**src/exConv_settings.svh**
```systemverilog
// Width macros for the conversion lane: data word, micro-index and opcode field.
`ifndef EXCONV_SETTINGS_SVH
`define EXCONV_SETTINGS_SVH

// Width of the source operand and of the converted result.
`define EXCONV_DATA_W 64

// Width of the micro-index that arrives with each request.
`define EXCONV_UIXT_W 8

// The opcode sits in the low bits of the micro-index.
// The upper bits of the micro-index carry nothing for this lane.
`define EXCONV_OP_W 6

`endif
```
**src/exConvPkg.sv**
```systemverilog
// Package with the conversion opcode enum shared by the lane units.
`default_nettype none

`include "exConv_settings.svh"

package exConvPkg;

	// Operation codes in the low bits of the micro-index.
	// Codes 16 and up are undefined and give a zero result.
	typedef enum logic [`EXCONV_OP_W-1:0] {
		// Sign extension of byte, word and long.
		opExtsb    = 6'd0,
		opExtsw    = 6'd1,
		opExtsl    = 6'd2,
		// Plain move.
		opMov      = 6'd3,
		// Zero extension of byte, word and long.
		opExtub    = 6'd4,
		opExtuw    = 6'd5,
		opExtul    = 6'd6,
		opNot      = 6'd7,
		// Leading-zero counts, handled by the counter unit.
		opClz      = 6'd8,
		opClzq     = 6'd9,
		// Immediate-high forms move a source slice to the top of the word.
		opLdihi    = 6'd10,
		opLdiqhi   = 6'd11,
		opLdiqhi16 = 6'd12,
		opLdiqhi32 = 6'd13,
		// Floating sign operations touch bit 63 only.
		opFneg     = 6'd14,
		opFabs     = 6'd15
	} convOp_e;

endpackage

`default_nettype wire

```
**src/exConvUnit.sv**
```systemverilog
// Top level of the conversion lane: both units, result select and output register.
`timescale 1ns/1ps
`default_nettype none

`include "exConv_settings.svh"

module exConvUnit (
	input  wire logic                      clock,
	input  wire logic                      rstN,
	input  wire logic                      inValid,
	input  wire logic [`EXCONV_DATA_W-1:0] regValRs,
	input  wire logic [`EXCONV_UIXT_W-1:0] idUIxt,
	input  wire logic                      regInSrT,
	output logic                           outValid,
	output logic      [`EXCONV_DATA_W-1:0] regOutVal,
	output logic                           regOutSrT
);

	localparam int W = `EXCONV_DATA_W;

	logic [W-1:0] convVal;
	logic [W-1:0] clzVal;
	logic         clzHit;
	logic [W-1:0] selVal;

	// Both units see the same operand and decode their own opcodes.
	exConv2R conv2R (
		.regValRs (regValRs),
		.idUIxt   (idUIxt),
		.convVal  (convVal)
	);

	exOpClz opClz (
		.regValRs (regValRs),
		.idUIxt   (idUIxt),
		.clzVal   (clzVal),
		.clzHit   (clzHit)
	);

	// The counter claims its operations, everything else comes from the converter.
	assign selVal = clzHit ? clzVal : convVal;

	always_ff @(posedge clock or negedge rstN) begin
		if (!rstN) begin
			outValid <= 1'b0;
		end else begin
			outValid <= inValid;
		end
	end

	// Result and flag load only on an accepted request and hold otherwise.
	always_ff @(posedge clock or negedge rstN) begin
		if (!rstN) begin
			regOutVal <= '0;
			regOutSrT <= 1'b0;
		end else if (inValid) begin
			regOutVal <= selVal;
			regOutSrT <= regInSrT;
		end
	end

	// The valid strobe must be clean once reset is released.
	property pValidKnown;
		@(posedge clock) disable iff (!rstN)
			!$isunknown(outValid);
	endproperty
	aValidKnown: assert property (pValidKnown)
		else $error("outValid is unknown after reset");

	// A claimed count can never exceed the word width.
	property pClzRange;
		@(posedge clock) disable iff (!rstN)
			clzHit |-> (clzVal <= W);
	endproperty
	aClzRange: assert property (pClzRange)
		else $error("leading-zero count out of range");

endmodule

`default_nettype wire

```
**src/exOpClz.sv**
```systemverilog
// Combinational leading-zero counter for the CLZ and CLZQ operations.
`timescale 1ns/1ps
`default_nettype none

`include "exConv_settings.svh"

module exOpClz (
	input  wire logic [`EXCONV_DATA_W-1:0] regValRs,
	input  wire logic [`EXCONV_UIXT_W-1:0] idUIxt,
	output logic      [`EXCONV_DATA_W-1:0] clzVal,
	output logic                           clzHit
);

	localparam int W     = `EXCONV_DATA_W;
	localparam int OP_W  = `EXCONV_OP_W;
	localparam int CNT_W = 8;

	exConvPkg::convOp_e op;

	logic [CNT_W-1:0] cntLong;
	logic [CNT_W-1:0] cntQuad;
	logic [CNT_W-1:0] cntSel;

	// Priority scan over the low span bits of val.
	// The highest set bit wins, and an all-zero span counts as span.
	function automatic logic [CNT_W-1:0] clzScan(
		input logic [W-1:0] val,
		input int           span
	);
		logic [CNT_W-1:0] cnt;
		cnt = CNT_W'(span);
		for (int i = 0; i < W; i++) begin
			if ((i < span) && val[i]) begin
				cnt = CNT_W'(span - 1 - i);
			end
		end
		return cnt;
	endfunction

	assign op = exConvPkg::convOp_e'(idUIxt[OP_W-1:0]);

	// CLZ looks at the low long only, CLZQ at the full quad.
	assign cntLong = clzScan(regValRs, 32);
	assign cntQuad = clzScan(regValRs, W);

	always_comb begin
		case (op)
			exConvPkg::opClz: begin
				clzHit = 1'b1;
				cntSel = cntLong;
			end
			exConvPkg::opClzq: begin
				clzHit = 1'b1;
				cntSel = cntQuad;
			end
			default: begin
				clzHit = 1'b0;
				cntSel = '0;
			end
		endcase
	end

	// The count sits in the low byte of the result word.
	assign clzVal = {{(W-CNT_W){1'b0}}, cntSel};

endmodule

`default_nettype wire

```
**src/exConv2R.sv**
```systemverilog
// Combinational move, extend, NOT, immediate-high and sign-bit conversion unit.
`timescale 1ns/1ps
`default_nettype none

`include "exConv_settings.svh"

module exConv2R (
	input  wire logic [`EXCONV_DATA_W-1:0] regValRs,
	input  wire logic [`EXCONV_UIXT_W-1:0] idUIxt,
	output logic      [`EXCONV_DATA_W-1:0] convVal
);

	localparam int W    = `EXCONV_DATA_W;
	localparam int OP_W = `EXCONV_OP_W;

	exConvPkg::convOp_e op;

	// Candidate results, one per operation family.
	logic [W-1:0] extSb;
	logic [W-1:0] extSw;
	logic [W-1:0] extSl;
	logic [W-1:0] extUb;
	logic [W-1:0] extUw;
	logic [W-1:0] extUl;
	logic [W-1:0] notVal;
	logic [W-1:0] ldiHi;
	logic [W-1:0] ldiqHi;
	logic [W-1:0] ldiqHi16;
	logic [W-1:0] ldiqHi32;
	logic [W-1:0] fNeg;
	logic [W-1:0] fAbs;

	// Only the low field of the micro-index names the operation.
	assign op = exConvPkg::convOp_e'(idUIxt[OP_W-1:0]);

	// Sign extension replicates the top bit of the narrow field.
	assign extSb = {{(W-8){regValRs[7]}}, regValRs[7:0]};
	assign extSw = {{(W-16){regValRs[15]}}, regValRs[15:0]};
	assign extSl = {{(W-32){regValRs[31]}}, regValRs[31:0]};

	// Zero extension clears everything above the field.
	assign extUb = {{(W-8){1'b0}}, regValRs[7:0]};
	assign extUw = {{(W-16){1'b0}}, regValRs[15:0]};
	assign extUl = {{(W-32){1'b0}}, regValRs[31:0]};

	assign notVal = ~regValRs;

	// The immediate-high forms build the upper part of a constant
	// that a later operation fills in from below.
	assign ldiHi    = {regValRs[W-23:0], {22{1'b0}}};
	assign ldiqHi   = {regValRs[9:0], {(W-10){1'b0}}};
	assign ldiqHi16 = {regValRs[W-17:0], {16{1'b0}}};
	assign ldiqHi32 = {regValRs[W-33:0], {32{1'b0}}};

	// Floating negate and absolute value act on the sign bit alone.
	assign fNeg = {~regValRs[W-1], regValRs[W-2:0]};
	assign fAbs = {1'b0, regValRs[W-2:0]};

	// The leading-zero counter owns CLZ and CLZQ, so they fall to the zero default here.
	always_comb begin
		case (op)
			exConvPkg::opExtsb: begin
				convVal = extSb;
			end
			exConvPkg::opExtsw: begin
				convVal = extSw;
			end
			exConvPkg::opExtsl: begin
				convVal = extSl;
			end
			exConvPkg::opMov: begin
				convVal = regValRs;
			end
			exConvPkg::opExtub: begin
				convVal = extUb;
			end
			exConvPkg::opExtuw: begin
				convVal = extUw;
			end
			exConvPkg::opExtul: begin
				convVal = extUl;
			end
			exConvPkg::opNot: begin
				convVal = notVal;
			end
			exConvPkg::opLdihi: begin
				convVal = ldiHi;
			end
			exConvPkg::opLdiqhi: begin
				convVal = ldiqHi;
			end
			exConvPkg::opLdiqhi16: begin
				convVal = ldiqHi16;
			end
			exConvPkg::opLdiqhi32: begin
				convVal = ldiqHi32;
			end
			exConvPkg::opFneg: begin
				convVal = fNeg;
			end
			exConvPkg::opFabs: begin
				convVal = fAbs;
			end
			default: begin
				convVal = '0;
			end
		endcase
	end

endmodule

`default_nettype wire

```
**config.mk**
```make
export PLATFORM = sky130hd
export DESIGN_NAME = exConvUnit
export DESIGN_NICKNAME = d
export VERILOG_FILES = /design/src/exConvPkg.sv /design/src/exConvUnit.sv /design/src/exOpClz.sv /design/src/exConv2R.sv
export VERILOG_INCLUDE_DIRS = /design/src
export SDC_FILE = /design/constraint.sdc
export NUM_CORES = 1
export LEC_CHECK = 0
export BUFFER_PORTS_ARGS = -buffer_cell sky130_fd_sc_hd__clkbuf_2
export CAP_MARGIN = 20
export CORE_MARGIN = 3
export CORE_UTILIZATION = 29
export DETAILED_ROUTE_END_ITERATION = 7
export PLACE_DENSITY = 0.54
export SLEW_MARGIN = 10
export SYNTH_ARGS = -nofsm -noshare
export SYNTH_HDL_FRONTEND = slang
export SYNTH_HIERARCHICAL = 1
export SYNTH_SLANG_ARGS = --single-unit
```
**constraint.sdc**
```tcl
create_clock -name clock -period 0.8 [get_ports clock]
set_input_delay 0 -clock clock [delete_from_list [all_inputs] [get_ports clock]]
set_output_delay 0 -clock clock [all_outputs]
set_load 0.05 [all_outputs]
```
* Yosys cells after proc, flatten, opt, wreduce, memory -nomap -nowiden
Index checks and enable logic that the tools add are counted.
** Storage, ports and cells
- Bits in registers :: 66
- Word-level logic and storage cells :: 122
- Output and inout port bits :: 66
** Operators by class
- Reduce and logical (&&, ||, !) cells :: 2
- Eq/ne operators :: 15
- Bitwise operators :: 2
- Muxes and demuxes :: 100
** Operators by type and width (count)
- one-hot mux 64 bit (14 select lines) :: 1
- two-way mux 8 bit :: 94
- two-way mux 64 bit :: 1
- inverter 64 bit :: 1
- == test 6 x 4 -> 1 bit, second input constant :: 8
- == test 6 x 3 -> 1 bit, second input constant :: 4
- one-hot mux 8 bit (2 select lines) :: 1
- == test 6 x 2 -> 1 bit, second input constant :: 2
- two-way mux 7 bit :: 1
- == test 6 x 1 -> 1 bit, second input constant :: 1
- zero test 6 bit :: 1
- two-way mux 6 bit :: 1
- OR reduction 2 bit :: 1
- two-way mux 1 bit :: 1
- inverter 1 bit :: 1

* Longest topological paths before layout
Gate-level depths: netlist of the first run.
- Depth after elaboration :: 66
- Gate-level depth with buffers :: 9
- Gate-level depth less buffers :: 8

* By module
Netlist of the first run, hierarchy kept.
** By module, submodules not included
- exConvUnit :: times used 1, cells each 280, area an instance 3031.7 um2, sequential area each 1651.6 um2
- exConv2R :: times used 1, cells each 327, area an instance 2165.8 um2, sequential area each 0.0 um2
- exOpClz :: times used 1, cells each 221, area an instance 1371.3 um2, sequential area each 0.0 um2

* Worst setup path before layout of the first run
No wires, ideal clock.
- Path kind :: input -> register
- Start point :: in regValRs[12]
- End point :: reg regOutVal[5]
- Setup slack :: -0.884 ns
- Stages :: 8
- Arrival time :: 1.607 ns
- Path through :: or4_4 > nor2_1 > nand3_1 > or3_4 > mux2_4 > nor2_2 > mux2i_1 > a21oi_1
** Between the ends
- Cells in the longest elaborated chain, start to end :: 54
- Elaborated cells between the ends (all ways) :: 74
** Ends and longest elaborated chain
- start: declaration :: line exConvUnit.sv:11 : input wire logic [`EXCONV_DATA_W-1:0] regValRs,
- two-way mux 8 bit (52 in series) :: line exOpClz.sv:33 : if ((i < span) && val[i]) begin
- one-hot mux 8 bit (2 select lines) * :: line exOpClz.sv:47 : case (op)
- net clzVal[5] :: line exConvUnit.sv:22 : logic [W-1:0] clzVal;
- two-way mux 64 bit * :: line exConvUnit.sv:41 : assign selVal = clzHit ? clzVal : convVal;
- end signal: assignment :: line exConvUnit.sv:57 : regOutVal <= selVal;
- end: declaration :: line exConvUnit.sv:15 : output logic [`EXCONV_DATA_W-1:0] regOutVal,
Mark *: on every way through the listed nets, which the timed path passes. The rest lies on a longest branch.
A chain may end at the register's enable or synchronous reset.

* Worst setup path after layout of the first run
- Start point :: in regValRs[10]
- End point :: reg regOutVal[5]
** Between the ends
- Cells in the longest elaborated chain, start to end :: 56
- Elaborated cells between the ends (all ways) :: 78
** Ends and longest elaborated chain (line)
- two-way mux 8 bit (54 in series) :: exOpClz.sv:33
- one-hot mux 8 bit (2 select lines) * :: exOpClz.sv:47
- net clzVal[5] :: exConvUnit.sv:22
- two-way mux 64 bit * :: exConvUnit.sv:41
Marks and branches as above.

==> reports/metrics.yaml, run 1 <==
htree_levels: 3
power_switching_share_pct: 36.28
pnr_total_power_w: 0.01426
r2r_end: "regOutVal[51]"
slew_violations: 0
floorplan.core_area_um2: 22030
finalWirelength_um: 31990
netlist_top_cells_area: "dfrtp_1 25%, mux2i_1 15%, a21oi_1 8.0%"
min_from: "inValid"
wl_met3_um: 2073
nFillCells: 1984
setup_slack_ps: -751.1
cp_cell_sequence: "buf_4 -> or4_4 -> nor2_4 -> nand3_2 -> or3_4 -> mux2_4 -> nor2_2 -> mux2i_1 -> a21oi_1"
pin_count: 142
sequential_cell_area_fraction_in_the_yosys_report_pct: 25.14
timing_hold_violations_final: 0
synth_largest_area_cell: "dfrtp_1"
maxCapViolCount: 0
async_flop_share_pct: 100.0
failed_checks: "negative setup slack"
detail_route.iter0.violations: 735
drc_violations: 0
rr_worst_depth: 3
met1_length_um: 13650
chipHeight_um: 156.5
postSynth.topFlopCell: "dfrtp_1"
timing.setup.tns_ps: -41400
setup-violations-final: 130
cell_count_after_synthesis: 828
globalplace.congestion: 0.9544
number_of_flops_mapped_to_enable_cells_by_yosys: 0
cellInternalPower_w: 0.009084
netlist_top_cells_count: "105 x a21oi_1, 99 x mux2i_1, 99 x nor2_1"
synth_top_area_share_pct: 25.14
syn2layout_area_growth_pct: 79.71
critical_path.max_stage_delay_ps: 510
chipWidth_um: 156.5
yosysMostFrequentCell: "a21oi_1"
first_pass_iters: 5
grt_antenna_before_repair: 0
power.sequential.fraction_pct: 27.6
rows: 54
antenna_diode_count: 0
p_clk_share_pct: 31.3
avgViaCountPerCell: 5.374
worstReg2RegStart: "regOutVal[51]"
clk_pin_slew_ps: 60
timing.hold.worst_path_depth: 2
yosysUniqueCellTypes: 70
dieArea_um2: 24490
grt_first_pass_wirelength_um: 46820
timing.critical_path.arrival_ps: 1820
largest_net_degree_at_the_start_of_global_routing: 67
total_leakage_power_nw: 5.186
synth_area_um2: 6569
hpwlAfterDp_um: 22130
routed-wl-met2_um: 14960
crit_required_ps: 1070
run_status: "finished with violations"
tritoncts: "done"
first_global_vias: 7837
critPathBufInv: 1
clk-insertion-delay-late_ps: 350
post_synthesis_sequential_element_count: 66
grt_remaining_overflow: 0
buffer_ports.inserted: 139
timing.critical_path.fanout_max: 2
worstSetupStartpointType: "primary input"
skew_ps: 0
power_dissipated_by_switching_net_loads_w: 0.005172
power_density_nw_per_um2: 1208
max-clock-path-buffers: 2
grtUsageTotal_pct: 25.15
rsz_0062_raised_after_global_routing: "yes"
synth-warning-count: 6
finalCriticalPeriod_ps: 1551
worst-setup-path-type: "primary input to flip-flop"
timing.final.crit_share_pct: 193.9
vdd_drop_max_uv: 827.6
layout-drive-gt1-share_pct: 46.62
hold_path_class: "primary input to flip-flop"
cts.sinks: 66
clk_root_buffer_cell: "clkbuf_16"
tritoncts.num_buffers: 9
timing.critical_path.max_delay_family: "simple AND/OR/NAND/NOR gates"
rrSetupSlack_ps: 0
ant_nets: 0
drt-wirelength-per-cell_um: 21.41
final_core_utilization_pct: 53.60
cp-end-kind: "flip-flop"
timing.critical_path.slowest_stage_cell: "or4_4"
hold-path-endpoint: "regOutSrT"
final_net_count: 1285
detailroute.via_count: 8029
syn_area_per_cell_um2: 7.933
max_clock_freq_ghz: 0.6447
initial_core_util_pct: 29.82
highest_layer: "met4"
power_frac_comb_pct: 41.1
==> placed cells by master, fill, tap and decap left out, types with 12 or more instances in the layout <==
cell type,netlist,routed
buf_8,6,71
inv_1,15,13
conb_1,1,57
clkbuf_2,1,55
clkbuf_16,0,12
nor2_1,99,89
buf_16,0,12
a21oi_1,105,97
a22oi_2,0,16
nor3_1,21,15
o211ai_1,20,20
and3_1,32,32
nand2_1,46,36
mux2i_1,99,96
buf_12,0,21
buf_4,57,210
dfrtp_1,66,65
buf_6,6,43
nand4_1,21,21
o21ai_0,30,24
==> per-stage QoR <==
| stage | setup WS (ps) | hold slack (ps) | area, um2 | cells |
|---|---|---|---|---|
| floorplan | -884.0 | -295.6 | 7034 | 884 |
| CTS | -779.3 | 4.862 | 11040 | 1465 |
| finish | -751.1 | 2.815 | 11810 | 1494 |
| global route | -809.9 | 16.95 | 11810 | 1494 |
| detailed placement | -1311 | 56.58 | 8869 | 1382 |
| global placement | -1302 | 57.31 | 8869 | 1382 |
==> state kept, by name, summed over array words and instances, names as in the netlist <==
register	cells
regOutVal	64
outValid	1
regOutSrT	1
==> cells by family (layout without fill, tap and decap cells) <==
family / after synthesis / after routing / synth area share (%)
mux: 101 / 101 / 15.49
buf+inv: 126 / 455 / 12.67
xor+xnor: 1 / 1 / 0.1334
other cells: 1 / 57 / 0.05709
flops: 66 / 66 / 25.14
simple gates: 293 / 294 / 23.45
compound gates: 240 / 240 / 23.07
==> layout make-up <==
type                    instances  area [um2]  area share (%)
multi-input cells             693        5069           42.94
repair buffers                423        4323           36.62
flip-flops and latches         66        1653           14.00
well taps                     280       350.3           2.968
clock buffers                  12       246.5           2.088
clock inverters                 4       75.07          0.6359
inverters                      15       68.82          0.5829
repair inverters                1       20.02          0.1696
==> power groups by stage <==
stage / combinational, W / sequential (W) / clock, W
finish: 0.00585 / 0.00393 / 0.00447
detailed placement: 0.00433 / 0.00387 / 0
floorplan: 0.00147 / 0.00496 / 0
global route: 0.00614 / 0.00397 / 0.00469
CTS: 0.00534 / 0.00386 / 0.00457
global placement: 0.00432 / 0.00387 / 0
==> worst max-delay path by stage <==
stage	start	endpoint	slack (ps)	cells past startpoint
after detailed placement	regValRs[8]	regOutVal[1]	-1310	11
after CTS	regValRs[9]	regOutVal[5]	-780	9
after floorplan	regValRs[12]	regOutVal[5]	-880	8
final	regValRs[10]	regOutVal[5]	-750	9
after global placement	regValRs[8]	regOutVal[1]	-1300	11
after global routing	regValRs[17]	regOutVal[1]	-810	11
==> per-layer routing <==
layer,GRT usage (%),vias to the layer above
met3,4.259,86
met2,40.55,395
met1,33.50,3812
met4,10.13,0
met5,0,-
li1,-,3736
==> what timing repair did <==
action / CTS / global route
cloned: 15 / 2
hold buffers: 2 / 0
buffers inserted: 53 / 32
endpoints found under the setup margin: 130 / 130
gates resized for setup: 245 / 181
endpoints found under the hold margin: 67 / 0
pin swaps: 66 / 77
(Power assumes the default switching activity.)
==> run 2, diff against run 1 <==
PLACE_DENSITY = 0.58   (was 0.54)
==> run 2 against run 1 <==
The flow still finishes with violations (negative setup slack). Global-route usage down 1.1 points. Routed wire length decreased by 5.3%. Combinational power shrank 4.3%.
==> reports/metrics.yaml, run 2 (synthesized netlist as in run 1, its figures left out) <==
setup-violations-final: 130  # unchanged
worstSetupStartpointType: "primary input"  # unchanged
timing.critical_path.arrival_ps: 1860  # was 1820 ps
hold_path_class: "primary input to flip-flop"  # unchanged
run_status: "finished with violations"  # unchanged
grt_first_pass_wirelength_um: 45300  # was 46820 um
first_global_vias: 7739  # was 7837
r2r_end: "regOutVal[6]"  # was regOutVal[51]
total_leakage_power_nw: 5.116  # was 5.186 nW
detailroute.via_count: 7861  # was 8029
reg.largest.list: "regOutVal: 64 flops, outValid: 1 flops, regOutSrT: 1 flops"  # unchanged
most-common-layout-cells: "211 x buf_4, 98 x a21oi_1, 92 x nor2_1, 87 x mux2i_1, 73 x buf_8"  # was 210 x buf_4, 97 x a21oi_1, 96 x mux2i_1, 89 x nor2_1, 71 x buf_8
final_core_utilization_pct: 51.90  # was 53.60%
cts.sinks: 66  # unchanged
timing_hold_violations_final: 0  # unchanged
register_area_um2: 1653  # unchanged
maxCapViolCount: 0  # unchanged
largest_register_ffs: 64  # unchanged
grt_antenna_before_repair: 0  # unchanged
crit_required_ps: 1080  # was 1070 ps
rsz_0062_raised_after_global_routing: "yes"  # unchanged
grtUsageTotal_pct: 24.05  # was 25.15%
failed_checks: "negative setup slack"  # unchanged
avgViaCountPerCell: 5.297  # was 5.374
instances_no_fill: 1484  # was 1494
timing.final.crit_share_pct: 197.3  # was 193.9%
rrSetupSlack_ps: 0  # about the same
power_switching_share_pct: 37.17  # was 36.28%
timing.critical_path.fanout_max: 4  # was 2
syn2layout_area_growth_pct: 74.04  # was 79.71%
tritoncts.num_buffers: 9  # unchanged
worstReg2RegStart: "regOutVal[6]"  # was regOutVal[51]
placed_cells_incl_taps: 1389  # was 1382
detail_route.iter0.violations: 704  # was 735
p_clk_share_pct: 29.5  # was 31.3%
floorplan.core_area_um2: 22030  # unchanged
max-clock-path-buffers: 2  # unchanged
worstMarginPinSlew_ps: 493.4
clk_pin_slew_ps: 60  # about the same
buffer_ports.inserted: 139  # unchanged
setup_slack_ps: -778.3  # was -751.1 ps
chipWidth_um: 156.5  # unchanged
rows: 54  # unchanged
worstSetupStartpoint: "regValRs[14]"  # was regValRs[10]
largest_register: "regOutVal"  # unchanged
multiInputGateArea_um2: 4986  # was 5069 um2
clk-insertion-delay-late_ps: 350  # about the same
skew_ps: 0  # unchanged
htree_levels: 3  # unchanged
ant_nets: 0  # unchanged
largest_net_degree_at_the_start_of_global_routing: 67  # unchanged
power_dissipated_by_switching_net_loads_w: 0.005027  # was 0.005172 W
cp-end-kind: "flip-flop"  # unchanged
chipHeight_um: 156.5  # unchanged
globalplace.congestion: 0.9593  # was 0.9544
dieArea_um2: 24490  # unchanged
rr_worst_depth: 3  # unchanged
cellInternalPower_w: 0.008497  # was 0.009084 W
power_frac_comb_pct: 41.4  # was 41.1%
antenna_diode_count: 0  # unchanged
max_clock_freq_ghz: 0.6336  # was 0.6447 GHz
initial_core_util_pct: 29.82  # unchanged
worst_slew_margin_rel_pct: 66.81
layout-drive-gt1-share_pct: 45.93  # was 46.62%
clk_root_buffer_cell: "clkbuf_16"  # unchanged
pin_count: 142  # unchanged
finalCriticalPeriod_ps: 1578  # was 1551 ps
hpwlAfterDp_um: 21760  # was 22130 um
final_net_count: 1276  # was 1285
worst-setup-path-type: "primary input to flip-flop"  # unchanged
grt_remaining_overflow: 0  # unchanged
power_density_nw_per_um2: 1183  # was 1208 nW/um2
drc_violations: 0  # unchanged
drt-wirelength-per-cell_um: 20.42  # was 21.41 um
finalWirelength_um: 30300  # was 31990 um
setup.worst_path.end: "regOutVal[5]"  # unchanged
nFillCells: 2032  # was 1984
power.sequential.fraction_pct: 29.1  # was 27.6%
layout_commonest_cell: "buf_4"  # unchanged
slew_violations: 0  # unchanged
first_pass_iters: 5  # unchanged
vdd_drop_max_uv: 918.3  # was 827.6 uV
tritoncts: "done"  # unchanged
## run 2: changes by cell type in the layout (fill, tap and decap cells not counted), moves of 6 or more
| cell | previous run | this run |
|---|---|---|
| a22oi_1 | 2 | 8 |
| a22oi_2 | 16 | 10 |
| buf_16 | 12 | 3 |
| buf_6 | 43 | 29 |
| clkbuf_2 | 55 | 61 |
| mux2i_1 | 96 | 87 |
| mux2i_2 | 2 | 10 |
| nand2_1 | 36 | 28 |
| nand2_4 | 1 | 9 |
| o21ai_1 | 9 | 3 |
## run 2: worst max-delay path: stages
cell	delay, ps
clkbuf_2	140
or4_4	520
nor2_4	120
nand3_2	80
or3_4	420
mux2_4	310
nor2_2	70
mux2i_1	70
a21oi_1	120
## run 2: how the worst min path moves through the flow
| stage | startpoint | to | slack (ps) | depth (start not counted) |
|---|---|---|---|---|
| 6_report | inValid | regOutVal[19] | 40 | 2 |
| 3_3_place_gp | rstN | regOutVal[44] | 60 | 2 |
| 5_1_grt | inValid | regOutVal[19] | 50 | 2 |
| 4_1_cts | inValid | regOutVal[19] | 60 | 2 |
| 3_5_place_dp | rstN | regOutVal[40] | 60 | 2 |
| 2_1_floorplan | rstN | outValid | -300 | 0 |
## run 2: repair_timing
item,CTS,global route
endpoints found under the setup margin,130,130
resized for setup,238,146
hold buffers,3,0
gates cloned,10,2
pin swaps,84,78
setup buffers,60,21
endpoints found under the hold margin,68,0
## run 2: area by class of cell
type | count | area share (%)
clock inverters | 4 | 0.3940
well taps | 280 | 3.064
clock buffers | 11 | 2.036
flip-flops and latches | 66 | 14.46
multi-input cells | 692 | 43.61
inverters | 15 | 0.5582
repair buffers | 416 | 35.88
## run 2: routing by layer
metal  vias to the layer above  GRT usage, %  routed length [um]
li1                       3719             -                   -
met1                      3732         31.98               12860
met2                       339         38.76               14300
met3                        71         4.812                2189
met4                         0         8.754                 951
met5                         -             0                   0
## run 2: power by group through the flow
stage | Sequential [W] | Clock, W | Combinational [W]
final | 0.00394 | 0.00399 | 0.00560
after global routing | 0.00398 | 0.00421 | 0.00589
after CTS | 0.00386 | 0.00408 | 0.00530
after detailed placement | 0.00388 | 0 | 0.00430
after global placement | 0.00388 | 0 | 0.00428
after floorplan | 0.00496 | 0 | 0.00147
## run 2: through the flow
step	TNS, ps	total power (W)	hold WS (ps)	area, um2	worst slack (ps)
after detailed placement	-57670	0.008181	61.73	8946	-1154
after CTS	-49560	0.01324	64.92	11100	-742.9
final	-45650	0.01352	42.76	11430	-778.3
after global placement	-55820	0.008163	61.97	8946	-1160
after floorplan	-35560	0.006433	-295.6	7034	-884.0
after global routing	-51580	0.01408	49.94	11430	-819.5
==> run 3, diff against run 2 <==
CELL_PAD_IN_SITES_DETAIL_PLACEMENT = 1   (was unset)
CELL_PAD_IN_SITES_GLOBAL_PLACEMENT = 1   (was unset)
PLACE_DENSITY = 0.72   (was 0.58)
==> run 3 against run 2 <==
The run still ends with negative setup slack left. Clock-buffer cell count grew 3. Clock skew is the same. Register-to-register slack lost 50 ps. Sequential cell count is the same. Global-route usage grew 4.1 points. Worst hold slack lost 37 ps. Design area grew 2.3%. Core utilization grew 1.2 points. Power grew 5.4%. Combinational power grew 6.4%. Non-clock buffer count shrank 8. Via count grew 10%.
==> reports/metrics.yaml, run 3 (synthesized netlist as in run 1, its figures left out) <==
grt_first_pass_wirelength_um: 52610  # was 45300 um
timing.critical_path.arrival_ps: 2290  # was 1860 ps
skew_ps: 0  # unchanged
crit_required_ps: 1080  # about the same
drc_violations: 0  # unchanged
largest_net_degree_at_the_start_of_global_routing: 67  # unchanged
initial_core_util_pct: 29.82  # unchanged
met1_usage_grt_pct: 34.30  # was 31.98%
final.hold.worst_slack_ps: 5.891  # was 42.76 ps
grt_remaining_overflow: 0  # unchanged
tritoncts: "done"  # unchanged
grtUsageTotal_pct: 28.11  # was 24.05%
avgViaCountPerCell: 5.861  # was 5.297
worstMarginPinSlew_ps: 701.8  # was 493.4 ps
placement_stage_cell_area_um2: 8783  # was 8946 um2
clk_root_buffer_cell: "clkbuf_16"  # unchanged
timing.final.crit_share_pct: 251.6  # was 197.3%
max_clock_freq_ghz: 0.4967  # was 0.6336 GHz
floorplan.core_area_um2: 22030  # unchanged
total_leakage_power_nw: 5.103  # was 5.116 nW
timing_hold_violations_final: 0  # unchanged
failed_checks: "negative setup slack"  # unchanged
layout-drive-gt1-share_pct: 46.74  # was 45.93%
clk_pin_slew_ps: 70  # was 60 ps
clk-insertion-delay-late_ps: 350  # about the same
setup_slack_ps: -1213  # was -778.3 ps
dieArea_um2: 24490  # unchanged
largest_register: "regOutVal"  # unchanged
layout_commonest_cell: "buf_4"  # unchanged
rows: 54  # unchanged
grtUsageMet2_pct: 47.12  # was 38.76%
use_met3_pct: 6.499  # was 4.812%
power_density_nw_per_um2: 1219  # was 1183 nW/um2
detailroute.via_count: 8669  # was 7861
vdd_drop_max_uv: 839.2  # was 918.3 uV
run_status: "finished with violations"  # unchanged
slew_violations: 0  # unchanged
maxCapViolCount: 0  # unchanged
hpwlAfterDp_um: 23890  # was 21760 um
tritoncts.num_buffers: 9  # unchanged
globalplace.congestion: 0.9847  # was 0.9593
buffer_ports.inserted: 139  # unchanged
grt_antenna_before_repair: 0  # unchanged
final_core_utilization_pct: 53.12  # was 51.90%
layout.cell_area.non_filler_um2: 11700  # was 11430 um2
max-clock-path-buffers: 2  # unchanged
finalCriticalPeriod_ps: 2013  # was 1578 ps
timing.critical_path.fanout_max: 7  # was 4
first_global_vias: 8782  # was 7739
setup-violations-final: 130  # unchanged
htree_levels: 3  # unchanged
rsz_0062_raised_after_global_routing: "yes"  # unchanged
pin_count: 142  # unchanged
cp-end-kind: "flip-flop"  # unchanged
worst_slew_margin_rel_pct: 52.62  # was 66.81%
worstSetupStartpointType: "primary input"  # unchanged
first_pass_iters: 5  # unchanged
chipWidth_um: 156.5  # unchanged
finalWirelength_um: 38500  # was 30300 um
chipHeight_um: 156.5  # unchanged
nFillCells: 2511  # was 2032
drt-wirelength-per-cell_um: 26.03  # was 20.42 um
busiest_layer_in_global_routing: "met2"  # unchanged
syn2layout_area_growth_pct: 78.11  # was 74.04%
cts.sinks: 66  # unchanged
most-common-layout-cells: "194 x buf_4, 94 x a21oi_1, 93 x nor2_1, 86 x mux2i_1, 76 x buf_8"  # was 211 x buf_4, 98 x a21oi_1, 92 x nor2_1, 87 x mux2i_1, 73 x buf_8
ant_nets: 0  # unchanged
final_net_count: 1269  # was 1276
worst-setup-path-type: "primary input to flip-flop"  # unchanged
detail_route.iter0.violations: 929  # was 704
pnr_total_power_w: 0.01426  # was 0.01352 W
reg.largest.list: "regOutVal: 64 flops, outValid: 1 flops, regOutSrT: 1 flops"  # unchanged
hold_path_class: "primary input to flip-flop"  # unchanged
largest_register_ffs: 64  # unchanged
==> run 3: cell count changes in the layout (fill, tap and decap cells not counted), moves of 6 or more <==
cell and delta:
buf_4 -17, o21ai_0 -11, o21ai_1 +11, buf_16 +8, a22oi_1 -7, a22oi_2 +7
buf_6 +7, mux2i_4 +6, nand2_4 -6
==> run 3: worst paths after layout <==
check,startpoint,to,slack (ps),cells after the start
min reg2reg,regOutSrT,regOutSrT,540,1
min in group asynchronous,rstN,regOutVal[40],220,3
min,inValid,regOutVal[4],6,2
max in group asynchronous,rstN,regOutSrT,270,3
max,regValRs[1],regOutVal[1],-1210,10
max reg2reg,regOutVal[10],regOutVal[10],-50,3
==> run 3: layout make-up <==
| type | count | area (um2) | share of cell area [%] |
|---|---|---|---|
| Multi-Input combinational cell | 692 | 5135 | 43.89 |
| Sequential cell | 66 | 1653 | 14.13 |
| Inverter | 15 | 72.57 | 0.6203 |
| Timing Repair Buffer | 408 | 4169 | 35.63 |
| Clock buffer | 14 | 274.0 | 2.342 |
| Timing Repair inverter | 1 | 8.758 | 0.07486 |
| Tap cell | 280 | 350.3 | 2.994 |
| Clock inverter | 2 | 35.03 | 0.2994 |
| Antenna cell | 1 | 2.502 | 0.02139 |
==> run 3: power by group <==
group | leakage (nW) | switching, W | internal (W)
Sequential | 0.808 | 0.000303 | 0.00365
Clock | 0.153 | 0.00167 | 0.00267
Combinational | 4.14 | 0.00341 | 0.00255
==> run 3: per-layer routing <==
layer | up-vias | part of all wire, %
met4 | 0 | 6.7
met2 | 551 | 47
met1 | 4234 | 37
met3 | 192 | 8.6
met5 | - | 0
li1 | 3692 | -
==> run 3: metrics by stage <==
stage          setup TNS, ps  setup WS [ps]  cells
2_1_floorplan         -35560         -884.0    884
3_3_place_gp          -59140          -1103   1369
3_5_place_dp          -62180          -1173   1369
4_1_cts               -44360         -742.2   1450
5_1_grt               -52580          -1238   1478
6_report              -47850          -1213   1479
==> run 3: critical path, cell delays in order <==
cell	delay, ps
clkbuf_2	100
buf_4	230
nor2_1	120
o311ai_0	610
a31oi_1	280
nor3_2	380
o41ai_2	130
o221ai_1	180
mux2i_1	110
a21oi_1	150
==> run 3: timing repair <==
item,4_1_cts,5_1_grt
endpoints found under the hold margin,67,0
hold buffers,2,0
setup buffers,49,32
gates resized for setup,230,191
cloned,16,3
pin swaps,50,71
endpoints found under the setup margin,130,130
